--- src/design/rv_core_pkg.sv ---
/* Shared types for the RV32I core: widths, opcodes, the instruction views,
   the decoded control word and the retire record. */
package rv_core_pkg;

    parameter int xlen = 32;

    typedef logic [4:0]      reg_addr_t;
    typedef logic [xlen-1:0] word_t;

    // only the opcodes this core executes, anything else retires as a no-op
    typedef enum logic [6:0] {
        opc_op     = 7'b0110011,
        opc_op_imm = 7'b0010011,
        opc_branch = 7'b1100011,
        opc_jal    = 7'b1101111,
        opc_jalr   = 7'b1100111,
        opc_lui    = 7'b0110111,
        opc_auipc  = 7'b0010111
    } opcode_e;

    typedef enum logic [3:0] {
        alu_add, alu_sub, alu_sll, alu_slt, alu_sltu,
        alu_xor, alu_srl, alu_sra, alu_or, alu_and
    } alu_op_e;

    typedef enum logic [1:0] {
        wb_none,
        wb_alu,
        wb_link  // pc+4
    } wb_sel_e;

    typedef struct packed {
        logic [6:0] funct7;
        reg_addr_t  rs2;
        reg_addr_t  rs1;
        logic [2:0] funct3;
        reg_addr_t  rd;
        logic [6:0] opcode;
    } r_fmt_t;

    typedef struct packed {
        logic [11:0] imm12;
        reg_addr_t   rs1;
        logic [2:0]  funct3;
        reg_addr_t   rd;
        logic [6:0]  opcode;
    } i_fmt_t;

    // branch offset is scattered over both ends of the word
    typedef struct packed {
        logic       imm12;
        logic [5:0] imm10_5;
        reg_addr_t  rs2;
        reg_addr_t  rs1;
        logic [2:0] funct3;
        logic [3:0] imm4_1;
        logic       imm11;
        logic [6:0] opcode;
    } b_fmt_t;

    typedef struct packed {
        logic [19:0] imm20;
        reg_addr_t   rd;
        logic [6:0]  opcode;
    } u_fmt_t;

    typedef struct packed {
        logic       imm20;
        logic [9:0] imm10_1;
        logic       imm11;
        logic [7:0] imm19_12;
        reg_addr_t  rd;
        logic [6:0] opcode;
    } j_fmt_t;

    typedef union packed {
        r_fmt_t r_fmt;
        i_fmt_t i_fmt;
        b_fmt_t b_fmt;
        u_fmt_t u_fmt;
        j_fmt_t j_fmt;
    } inst_u;

    typedef struct packed {
        reg_addr_t  rd;
        reg_addr_t  rs1;
        reg_addr_t  rs2;
        word_t      imm;         // sign extended
        alu_op_e    alu_op;
        logic       src_a_pc;
        logic       src_a_zero;  // lui
        logic       src_b_imm;
        logic       is_branch;
        logic       is_jal;
        logic       is_jalr;
        logic [2:0] branch_f3;
        wb_sel_e    wb_sel;
    } decoded_t;

    typedef struct packed {
        word_t     pc;
        word_t     next_pc;
        reg_addr_t rd;
        word_t     wdata;
        logic      reg_we;
    } retire_t;

endpackage
--- src/design/rv_core.sv ---
/* RV32I integer core top level. One instruction in flight: fetch, then a
   single execute cycle, with a retire record for each instruction. */
module rv_core import rv_core_pkg::*; #(
    parameter word_t reset_pc = 32'h8000_0000
) (
    input  logic    clk,
    input  logic    reset,
    input  logic    inst_valid,
    input  word_t   inst,
    output logic    fetch_req,
    output word_t   fetch_pc,
    output logic    retire_valid,
    output retire_t retire
);

    inst_u    cur_inst;
    logic     exec_valid;
    decoded_t dec;
    word_t    rs1_val;
    word_t    rs2_val;
    word_t    alu_result;
    word_t    link;
    word_t    next_pc;
    logic     reg_we;
    word_t    reg_wdata;

    // fetch_pc doubles as the pc of the executing instruction
    fetch_unit #(
        .reset_pc(reset_pc)
    ) fetch_unit_i (
        .clk       (clk),
        .reset     (reset),
        .inst_valid(inst_valid),
        .inst      (inst),
        .next_pc   (next_pc),
        .fetch_req (fetch_req),
        .pc        (fetch_pc),
        .cur_inst  (cur_inst),
        .exec_valid(exec_valid)
    );

    inst_decoder inst_decoder_i (
        .cur_inst(cur_inst),
        .dec     (dec)
    );

    reg_file reg_file_i (
        .clk   (clk),
        .reset (reset),
        .we    (reg_we),
        .waddr (dec.rd),
        .wdata (reg_wdata),
        .raddr1(dec.rs1),
        .raddr2(dec.rs2),
        .rdata1(rs1_val),
        .rdata2(rs2_val)
    );

    exec_unit exec_unit_i (
        .dec       (dec),
        .pc        (fetch_pc),
        .rs1_val   (rs1_val),
        .rs2_val   (rs2_val),
        .alu_result(alu_result),
        .link      (link),
        .next_pc   (next_pc)
    );

    result_unit result_unit_i (
        .clk         (clk),
        .reset       (reset),
        .exec_valid  (exec_valid),
        .dec         (dec),
        .pc          (fetch_pc),
        .alu_result  (alu_result),
        .link        (link),
        .next_pc     (next_pc),
        .reg_we      (reg_we),
        .reg_wdata   (reg_wdata),
        .retire_valid(retire_valid),
        .retire      (retire)
    );

endmodule

--- src/design/result_unit.sv ---
/* Writeback select and register write strobe, plus the registered retire
   record that leaves the core one cycle after execute. */
module result_unit import rv_core_pkg::*; (
    input  logic     clk,
    input  logic     reset,
    input  logic     exec_valid,
    input  decoded_t dec,
    input  word_t    pc,
    input  word_t    alu_result,
    input  word_t    link,
    input  word_t    next_pc,
    output logic     reg_we,
    output word_t    reg_wdata,
    output logic     retire_valid,
    output retire_t  retire
);

    always_comb begin
        case (dec.wb_sel)
            wb_alu:  reg_wdata = alu_result;
            wb_link: reg_wdata = link;
            default: reg_wdata = '0;  // nothing written
        endcase
    end

    assign reg_we = exec_valid && dec.wb_sel != wb_none && dec.rd != '0;

    always_ff @(posedge clk) begin
        if (reset) begin
            retire_valid <= 1'b0;
        end else begin
            retire_valid <= exec_valid;
        end
    end

    always_ff @(posedge clk) begin
        if (exec_valid) begin
            retire.pc      <= pc;
            retire.next_pc <= next_pc;
            retire.rd      <= dec.rd;
            retire.wdata   <= reg_wdata;
            retire.reg_we  <= reg_we;
        end
    end

endmodule

--- src/design/exec_unit.sv ---
/* Execute stage: ALU operand select, the ALU itself, branch compares and
   the next pc. Purely combinational. */
module exec_unit import rv_core_pkg::*; (
    input  decoded_t dec,
    input  word_t    pc,
    input  word_t    rs1_val,
    input  word_t    rs2_val,
    output word_t    alu_result,
    output word_t    link,
    output word_t    next_pc
);

    word_t      alu_a;
    word_t      alu_b;
    logic [4:0] shamt;
    word_t      branch_target;
    logic       taken;

    // operand a is rs1, pc or zero for lui
    always_comb begin
        if (dec.src_a_zero) begin
            alu_a = '0;
        end else if (dec.src_a_pc) begin
            alu_a = pc;
        end else begin
            alu_a = rs1_val;
        end
    end

    assign alu_b = dec.src_b_imm ? dec.imm : rs2_val;
    assign shamt = alu_b[4:0];

    always_comb begin
        case (dec.alu_op)
            alu_add:  alu_result = alu_a + alu_b;
            alu_sub:  alu_result = alu_a - alu_b;
            alu_sll:  alu_result = alu_a << shamt;
            alu_slt:  alu_result = {31'b0, $signed(alu_a) < $signed(alu_b)};
            alu_sltu: alu_result = {31'b0, alu_a < alu_b};
            alu_xor:  alu_result = alu_a ^ alu_b;
            alu_srl:  alu_result = alu_a >> shamt;
            alu_sra:  alu_result = $signed(alu_a) >>> shamt;
            alu_or:   alu_result = alu_a | alu_b;
            alu_and:  alu_result = alu_a & alu_b;
            default:  alu_result = alu_a + alu_b;
        endcase
    end

    // compares always on the register values
    always_comb begin
        case (dec.branch_f3)
            3'b000:  taken = (rs1_val == rs2_val);                    // beq
            3'b001:  taken = (rs1_val != rs2_val);                    // bne
            3'b100:  taken = ($signed(rs1_val) < $signed(rs2_val));   // blt
            3'b101:  taken = ($signed(rs1_val) >= $signed(rs2_val));  // bge
            3'b110:  taken = (rs1_val < rs2_val);                     // bltu
            3'b111:  taken = (rs1_val >= rs2_val);                    // bgeu
            default: taken = 1'b0;
        endcase
    end

    assign link          = pc + 32'd4;
    assign branch_target = pc + dec.imm;

    always_comb begin
        if (dec.is_branch && taken) begin
            next_pc = branch_target;
        end else if (dec.is_jal) begin
            next_pc = alu_result;
        end else if (dec.is_jalr) begin
            next_pc = {alu_result[31:1], 1'b0};
        end else begin
            next_pc = link;
        end
    end

endmodule

--- src/design/reg_file.sv ---
/* 32 x 32 integer register file: two combinational read ports and one
   write port. x0 reads as zero and never takes a write. */
module reg_file import rv_core_pkg::*; (
    input  logic      clk,
    input  logic      reset,
    input  logic      we,
    input  reg_addr_t waddr,
    input  word_t     wdata,
    input  reg_addr_t raddr1,
    input  reg_addr_t raddr2,
    output word_t     rdata1,
    output word_t     rdata2
);

    word_t regs [32];

    always_ff @(posedge clk) begin
        if (reset) begin
            for (int i = 0; i < 32; i++) begin
                regs[i] <= '0;
            end
        end else if (we && waddr != '0) begin
            regs[waddr] <= wdata;
        end
    end

    // x0 hard-wired
    always_comb begin
        rdata1 = (raddr1 == '0) ? '0 : regs[raddr1];
        rdata2 = (raddr2 == '0) ? '0 : regs[raddr2];
    end

endmodule

--- src/design/inst_decoder.sv ---
/* Combinational RV32I decoder. Picks the immediate through the union view
   of the format and produces the control word for execute and writeback. */
module inst_decoder import rv_core_pkg::*; (
    input  inst_u    cur_inst,
    output decoded_t dec
);

    logic [6:0] opcode;
    logic [2:0] funct3;
    logic       funct7_b5;  // sub / sra select
    alu_op_e    arith_op;

    assign opcode    = cur_inst.r_fmt.opcode;
    assign funct3    = cur_inst.r_fmt.funct3;
    assign funct7_b5 = cur_inst.r_fmt.funct7[5];

    // shared by OP and OP_IMM
    always_comb begin
        case (funct3)
            3'b000: begin
                if (opcode == opc_op && funct7_b5) begin
                    arith_op = alu_sub;  // no subi in the ISA
                end else begin
                    arith_op = alu_add;
                end
            end
            3'b001:  arith_op = alu_sll;
            3'b010:  arith_op = alu_slt;
            3'b011:  arith_op = alu_sltu;
            3'b100:  arith_op = alu_xor;
            3'b101:  arith_op = funct7_b5 ? alu_sra : alu_srl;
            3'b110:  arith_op = alu_or;
            default: arith_op = alu_and;
        endcase
    end

    always_comb begin
        dec            = '0;
        dec.rd         = cur_inst.r_fmt.rd;
        dec.rs1        = cur_inst.r_fmt.rs1;
        dec.rs2        = cur_inst.r_fmt.rs2;
        dec.branch_f3  = cur_inst.b_fmt.funct3;
        dec.alu_op     = alu_add;
        dec.wb_sel     = wb_none;

        case (opcode)
            opc_op: begin
                dec.alu_op = arith_op;
                dec.wb_sel = wb_alu;
            end
            opc_op_imm: begin
                dec.imm       = {{20{cur_inst.i_fmt.imm12[11]}}, cur_inst.i_fmt.imm12};
                dec.alu_op    = arith_op;
                dec.src_b_imm = 1'b1;
                dec.wb_sel    = wb_alu;
            end
            opc_branch: begin
                dec.imm = {{20{cur_inst.b_fmt.imm12}}, cur_inst.b_fmt.imm11,
                           cur_inst.b_fmt.imm10_5, cur_inst.b_fmt.imm4_1, 1'b0};
                dec.is_branch = 1'b1;
            end
            opc_jal: begin
                dec.imm = {{12{cur_inst.j_fmt.imm20}}, cur_inst.j_fmt.imm19_12,
                           cur_inst.j_fmt.imm11, cur_inst.j_fmt.imm10_1, 1'b0};
                dec.src_a_pc  = 1'b1;  // target comes out of the alu
                dec.src_b_imm = 1'b1;
                dec.is_jal    = 1'b1;
                dec.wb_sel    = wb_link;
            end
            opc_jalr: begin
                dec.imm       = {{20{cur_inst.i_fmt.imm12[11]}}, cur_inst.i_fmt.imm12};
                dec.src_b_imm = 1'b1;
                dec.is_jalr   = 1'b1;
                dec.wb_sel    = wb_link;
            end
            opc_lui: begin
                dec.imm        = {cur_inst.u_fmt.imm20, 12'b0};
                dec.src_a_zero = 1'b1;
                dec.src_b_imm  = 1'b1;
                dec.wb_sel     = wb_alu;
            end
            opc_auipc: begin
                dec.imm       = {cur_inst.u_fmt.imm20, 12'b0};
                dec.src_a_pc  = 1'b1;
                dec.src_b_imm = 1'b1;
                dec.wb_sel    = wb_alu;
            end
            default: ;  // unknown opcode, retires as a no-op
        endcase
    end

endmodule

--- src/design/fetch_unit.sv ---
/* Holds the pc, issues one fetch request per instruction and captures the
   reply. exec_valid marks the single cycle in which the instruction runs. */
module fetch_unit import rv_core_pkg::*; #(
    parameter word_t reset_pc = 32'h8000_0000
) (
    input  logic  clk,
    input  logic  reset,
    input  logic  inst_valid,
    input  word_t inst,
    input  word_t next_pc,
    output logic  fetch_req,
    output word_t pc,
    output inst_u cur_inst,
    output logic  exec_valid
);

    typedef enum logic [1:0] {
        st_request,
        st_wait,
        st_exec
    } state_e;

    state_e state;

    always_ff @(posedge clk) begin
        if (reset) begin
            state <= st_request;
        end else begin
            case (state)
                st_request: state <= st_wait;  // request lasts one cycle
                st_wait:    if (inst_valid) state <= st_exec;
                st_exec:    state <= st_request;
                default:    state <= st_request;
            endcase
        end
    end

    // pc moves on once the instruction has executed
    always_ff @(posedge clk) begin
        if (reset) begin
            pc <= reset_pc;
        end else if (state == st_exec) begin
            pc <= next_pc;
        end
    end

    always_ff @(posedge clk) begin
        if (state == st_wait && inst_valid) begin
            cur_inst <= inst;
        end
    end

    assign fetch_req  = (state == st_request) && !reset;  // quiet while in reset
    assign exec_valid = (state == st_exec);

endmodule

--- config.mk ---
export PLATFORM = sky130hd
export DESIGN_NAME = rv_core
export DESIGN_NICKNAME = d
export VERILOG_FILES = /design/src/design/rv_core_pkg.sv /design/src/design/rv_core.sv /design/src/design/result_unit.sv /design/src/design/exec_unit.sv /design/src/design/reg_file.sv /design/src/design/inst_decoder.sv /design/src/design/fetch_unit.sv
export SDC_FILE = /design/constraint.sdc
export NUM_CORES = 2
export LEC_CHECK = 0
export BUFFER_PORTS_ARGS = -buffer_cell sky130_fd_sc_hd__clkbuf_2
export CAP_MARGIN = 20
export CORE_MARGIN = 2
export CORE_UTILIZATION = 40
export CTS_BUF_LIST = sky130_fd_sc_hd__clkbuf_4 sky130_fd_sc_hd__clkbuf_8 sky130_fd_sc_hd__clkbuf_16
export CTS_CLUSTER_DIAMETER = 150
export DETAILED_ROUTE_END_ITERATION = 6
export GPL_TIMING_DRIVEN = 1
export PLACE_DENSITY_LB_ADDON = 0.12
export SYNTH_ARGS = -nofsm -noshare
export SYNTH_HDL_FRONTEND = slang
export SYNTH_SLANG_ARGS = --single-unit
--- constraint.sdc ---
create_clock -name clk -period 9.67 [get_ports clk]
set_input_delay 0.4835 -clock clk [delete_from_list [all_inputs] [get_ports clk]]
set_output_delay 0.4835 -clock clk [all_outputs]
set_load 0.01 [all_outputs]
# Yosys cells after proc, flatten, opt, wreduce, memory -nomap -nowiden
# Memories as Yosys holds them, arrays and structs flattened. A register that Yosys moved wholly into a read port is not among the register bits.
# Cells that the tools add are included.
[classes]
addsub = 4
n_lt_le_gt_ge = 6
eq_ne = 30
shifts = 3
muxes = 35
bitwise = 3
n_reduce_logical = 22
[ops]
columns = ["operator", "n"]
rows = [
  ["two-way mux 32 bit", 9],
  ["one-hot mux 32 bit (9 select lines)", 1],
  ["< comparator 32 bit", 4],
  ["one-hot mux 32 bit (4 select lines)", 1],
  ["adder 32 bit", 2],
  [">= comparator 32 bit", 2],
  ["one-hot mux 32 bit (2 select lines)", 1],
  ["adder 32 x 3 -> 32 bit (second input constant)", 1],
  ["AND 32 bit", 1],
  ["== test 32 bit", 1],
  ["!= test 32 bit", 1],
  ["bitwise OR 32 bit", 1],
  ["OR reduction 32 bit", 1],
  ["left shift 32 x 5 -> 32 bit", 1],
  [">> shifter 32 x 5 -> 32 bit", 1],
  [">>> shifter 32 x 5 -> 32 bit", 1],
  ["subtractor 32 bit", 1],
  ["bitwise XOR 32 bit", 1],
  ["one-hot mux 4 bit (7 select lines)", 1],
  ["== test 7 bit (second input constant)", 3],
  ["== test 4 x 3 -> 1 bit (second input constant)", 4],
  ["two-way mux 5 bit", 3],
  ["== test 7 x 5 -> 1 bit (second input constant)", 2],
  ["== test 7 x 6 -> 1 bit (second input constant)", 2],
  ["24 further kinds", 57],
]
[word_totals]
reg_bits = 169
mem_bits_rw = 1024
in_bits = 35
output_inout_bits = 136
wordCells = 113
memories = 1
[mem_list]
columns = ["memory", "words", "word_bits", "read_ports", "rd_clocked_by_memory_dff", "write_ports", "line", "text"]
rows = [
  ["reg_file_i.regs", 32, 32, 2, 2, 32, "reg_file.sv:15", "word_t regs [32];"],
]

# Longest topological paths before layout
[logic_depth]
ltp_word = 12
mapped_depth = 29
ltp_nobuf = 22

# Hierarchy
# A second synthesis with hierarchy kept.
[hier_totals]
cells_unflattened = 6040
area_unflattened_um2 = 74760.5
[modules_own_cells]
columns = ["mod", "instances", "cells_per_inst", "area_each_um2", "seq_area_each_um2"]
rows = [
  ["reg_file", 1, 3502, 54253.3, 30749.5],
  ["exec_unit", 1, 2053, 13482.9, 0.0],
  ["result_unit", 1, 186, 3662.3, 3083.0],
  ["fetch_unit", 1, 184, 2516.2, 1641.6],
  ["inst_decoder", 1, 115, 845.8, 0.0],
]

# Worst setup path before layout
# No wires, ideal clock.
[synth_timing]
kind = "flip-flop to flip-flop"
from = "register (tool-made name)"
to = "memory reg_file_i.regs[10][25] (netlist name) (data pin)"
setup_ns = 0.263
t_arrival_ns = 6.626
t_required_ns = 9.407
slack_ns = 2.782
stages_incl_launch_ff = 26
path_buffers = 7
period_less_slack_ns = 6.888
path_cell_list = "dfxtp_1 > buf_6 > buf_8 > buf_2 > clkbuf_1 > buf_1 > mux4_2 > mux4_2 > mux2i_1 > nor2_1 > a21boi_0 > ha_1 > clkbuf_1 > nor3_1 > a211o_1 > o21ai_0 > nand3_1 > a221oi_1 > nor3b_1 > o21ai_0 > a211oi_1 > o31a_1 > or4b_4 > a22oi_4 > buf_8 > nor2_2"
[synth_rtl]
columns = ["element", "line"]
rows = [
  ["end: declaration", "reg_file.sv:15"],
]

==> impl_metrics.yaml <==
clocking:
  cts.sinks: 1203
  cts_buffers: 138
  cts-htree-levels: 4
  ctsHoldBuffers: 33
  cts_tree: "yes"
  cts_resized: 0
  path_clk_slew_ns: 0.06
  clock_tree.root_cell: "clkbuf_16"
  cts_max_path_buffers: 3
  postCtsSetupBuffers: 0
  clk_latency_ns: 0.82
power:
  power_density_nw_per_um2: 191
  comb_power_share_pct: 28.7
  clkPwrFrac_pct: 33.1
  ir_drop_mv: 0.139
  pwr-share-seq_pct: 38.2
  p_leak_uw: 0.0305
  internal_power_uw: 10300
  switching_share_pct: 34.7
  power_switching_uw: 5480
  finalPower_uw: 15800
grt:
  grtUsageTotal_pct: 34.8
  grt_pass1_wl_um: 457000
  antenna_found_initial: 11
  grt_max_degree: 93
  grt_pass1_vias: 56566
  grt-ovfl-total: 0
placement:
  postPlaceCellArea_um2: 77800
  dp_hpwl_um: 232000
  portBuffers: 170
  gp_congestion: 1.06
synthesis:
  yosys.area_share.adder_pct: 2.86
  synth-simple-area-share_pct: 12.1
  synth.avg_cell_area_um2: 11.4
  async_reset_ff_share_pct: 0
  synthXorXnorAreaFrac_pct: 1.03
  synth_seq_cells: 1203
  yosysTopAreaCell: "edfxtp_1"
  yosys-mux-area-fraction_pct: 19.6
  syn_inst: 6495
  synth-compound-area-share_pct: 11.5
  syn_area_um2: 74000
  seq_area_frac_synth_pct: 48.2
  synthDistinctLibCells: 113
  synth_edf_count: 1158
  synth_area_leaders: "edfxtp_1, mux4_2, mux2i_1, nor2_1, ha_1"
  synth_ff_type: "edfxtp_1"
  yosysWarningCount: 0
  yosysTopAreaCellShare_pct: 47.0
  synth_top_family_by_area: "multiplexers"
setup_path:
  worst_path_max_delay_cell: "nor4_1"
  critical_path_arrival_ns: 9.52
  end_kind: "flop"
  reg2reg_slack_ns: 0.89
  worstPathMaxFanout: 32
  required_ns: 10.41
  r2r_cells: 21
  worstSetupPathType: "flop to flop"
  crit_end: "fetch_unit_i.pc[26]"
  r2r-end: "fetch_unit_i.pc[26]"
  crit_chain: "and2_4 > buf_4 > buf_4 > a22o_1 > o21ai_0 > nand4_1 > a21oi_1 > ha_1 > nand4_1 > or3_1 > nor4_1 > nand4_1 > a21oi_1 > o21ai_0 > a21o_1 > a211oi_4 > nand2b_1 > a2bb2oi_1 > o21ai_0 > buf_4 > a21oi_1"
  cp-start-kind: "flop"
  critical_path.max_stage_delay_ns: 0.99
sta:
  hold_violations: 0
  fmax_ghz: 0.114
  rsz0062_at_grt: "false"
  drv_slew: 0
  period_minus_slack_ns: 8.78
  tightest_slew_ns: 1.27
  slew_headroom_pct: 14.5
  tns_ns: 0
  finalSetupViolCount: 0
  holdWs_ns: 0.0808
  finClkSkew_ns: 0.0377
  fin_crit_sh_pct: 90.8
status:
  violations: "design-rule violations"
  status: "finished with violations"
floorplanning:
  die-area_um2: 188000
  die_width_um: 434
  row_count: 157
  start_util_pct: 40.3
  fp.coreArea_um2: 183000
  die_y_um: 434
  io_pins: 171
layout:
  postLayoutCellArea_um2: 82700
  final_nets: 6757
  areaGrowthSynthToFinish_pct: 11.8
  final_common_cell: "nor2_1"
  num-fill-cells: 17052
  multi_input_area_um2: 35500
  final_util_pct: 45.1
  final_cell_mix: "nor2_1, edfxtp_1, mux2i_1"
  drive_above_1_share_pct: 18.6
  seqCellArea_um2: 35700
drt:
  drt-total-wl_um: 332000
  viasPerCell: 6.44
  antenna_left: 0
  first_pass_iters: 7
  vias: 58831
  drtIter0Drc: 8347
  wl_per_cell_um: 36.3
  drc: 2
hold_path:
  hold_path.class: "input pin to flop"
  worstHoldPathCells: 2
run:
  maxCapViolCount: 0
kinds of logic after synthesis:
group	count (synthesis)
other	1
xor gates and xnor gates	87
muxes	991
AOI/OAI and AO/OA	1241
adders and majority gates	167
DFF	1203
and+or+nand+nor	2067
buffers and inverters	738
power by group through the flow:
stage,Clock [uW],Combinational [uW],Sequential (uW)
after floorplan,0,2670,6050
after global placement,0,4380,6130
after detailed placement,0,4350,6140
after CTS,5280,4380,6030
after global routing,5480,4660,6050
final,5230,4540,6040
Yosys cell counts (all sizes together), types with 47 or more instances:
library cell / instances
nand2: 342
o21ai: 248
mux2i: 614
a22oi: 108
nor3: 150
a21oi: 251
clkbuf: 254
xnor2: 47
edfxtp: 1158
buf: 318
a31oi: 55
nand3: 78
inv: 159
a21o: 70
mux4: 363
nor2: 1224
a22o: 154
o211ai: 50
ha: 164
layout make-up:
cell class / count / share of cell area (%)
flip-flops and latches: 1203 / 43.2
multi-input cells: 4585 / 42.9
clock buffers: 176 / 4.56
repair buffers: 461 / 4.02
well taps: 2464 / 3.73
clock inverters: 77 / 0.838
inverters: 166 / 0.773
diodes: 7 / 0.0212
metrics by stage:
| stage | setup slack, ns | cells |
|---|---|---|
| after detailed placement | 1.13 | 8839 |
| after global placement | 0.728 | 8832 |
| after floorplan | 2.78 | 6526 |
| after CTS | 1.09 | 9125 |
| after global routing | 0.889 | 9135 |
| final | 0.893 | 9139 |
registers in the layout (all words and copies together) (netlist names), named ones only:
register	count
result_unit_i.retire_valid	1
fetch_unit_i.pc	32
result_unit_i.retire	102
fetch_unit_i.cur_inst	32
fetch_unit_i.state	2
reg_file_i.regs	1024
layer usage:
layer  vias up  global-route usage (%)  routed length [um]
li1      24528                       -                   -
met1     30044                    44.3              127000
met2      3526                    54.9              151000
met3       725                    7.82               31400
met4         8                    19.7               21600
met5         -                       0                  57
worst max-delay path, delay by kind of cell (launching register included):
| family | cells | cell delay [ns] |
|---|---|---|
| AO/OA/AOI/OAI | 10 | 2.83 |
| adder cells (fa/ha/maj) | 1 | 0.34 |
| buffers and inverters | 3 | 1.26 |
| flip-flops | 1 | 0.68 |
| AND/OR/NAND/NOR | 7 | 3.40 |
worst min path at each step:
stage                               start                    end  slack [ns]
detailed placement  fetch_unit_i.state[0]  fetch_unit_i.state[0]        0.48
floorplan           fetch_unit_i.state[0]  fetch_unit_i.state[1]        0.45
CTS                                 reset    fetch_unit_i.pc[10]        0.03
finish                              reset    fetch_unit_i.pc[15]        0.08
global placement    fetch_unit_i.state[0]  fetch_unit_i.state[1]        0.47
global route                        reset    fetch_unit_i.pc[10]        0.06
(Power assumes the default switching activity.)
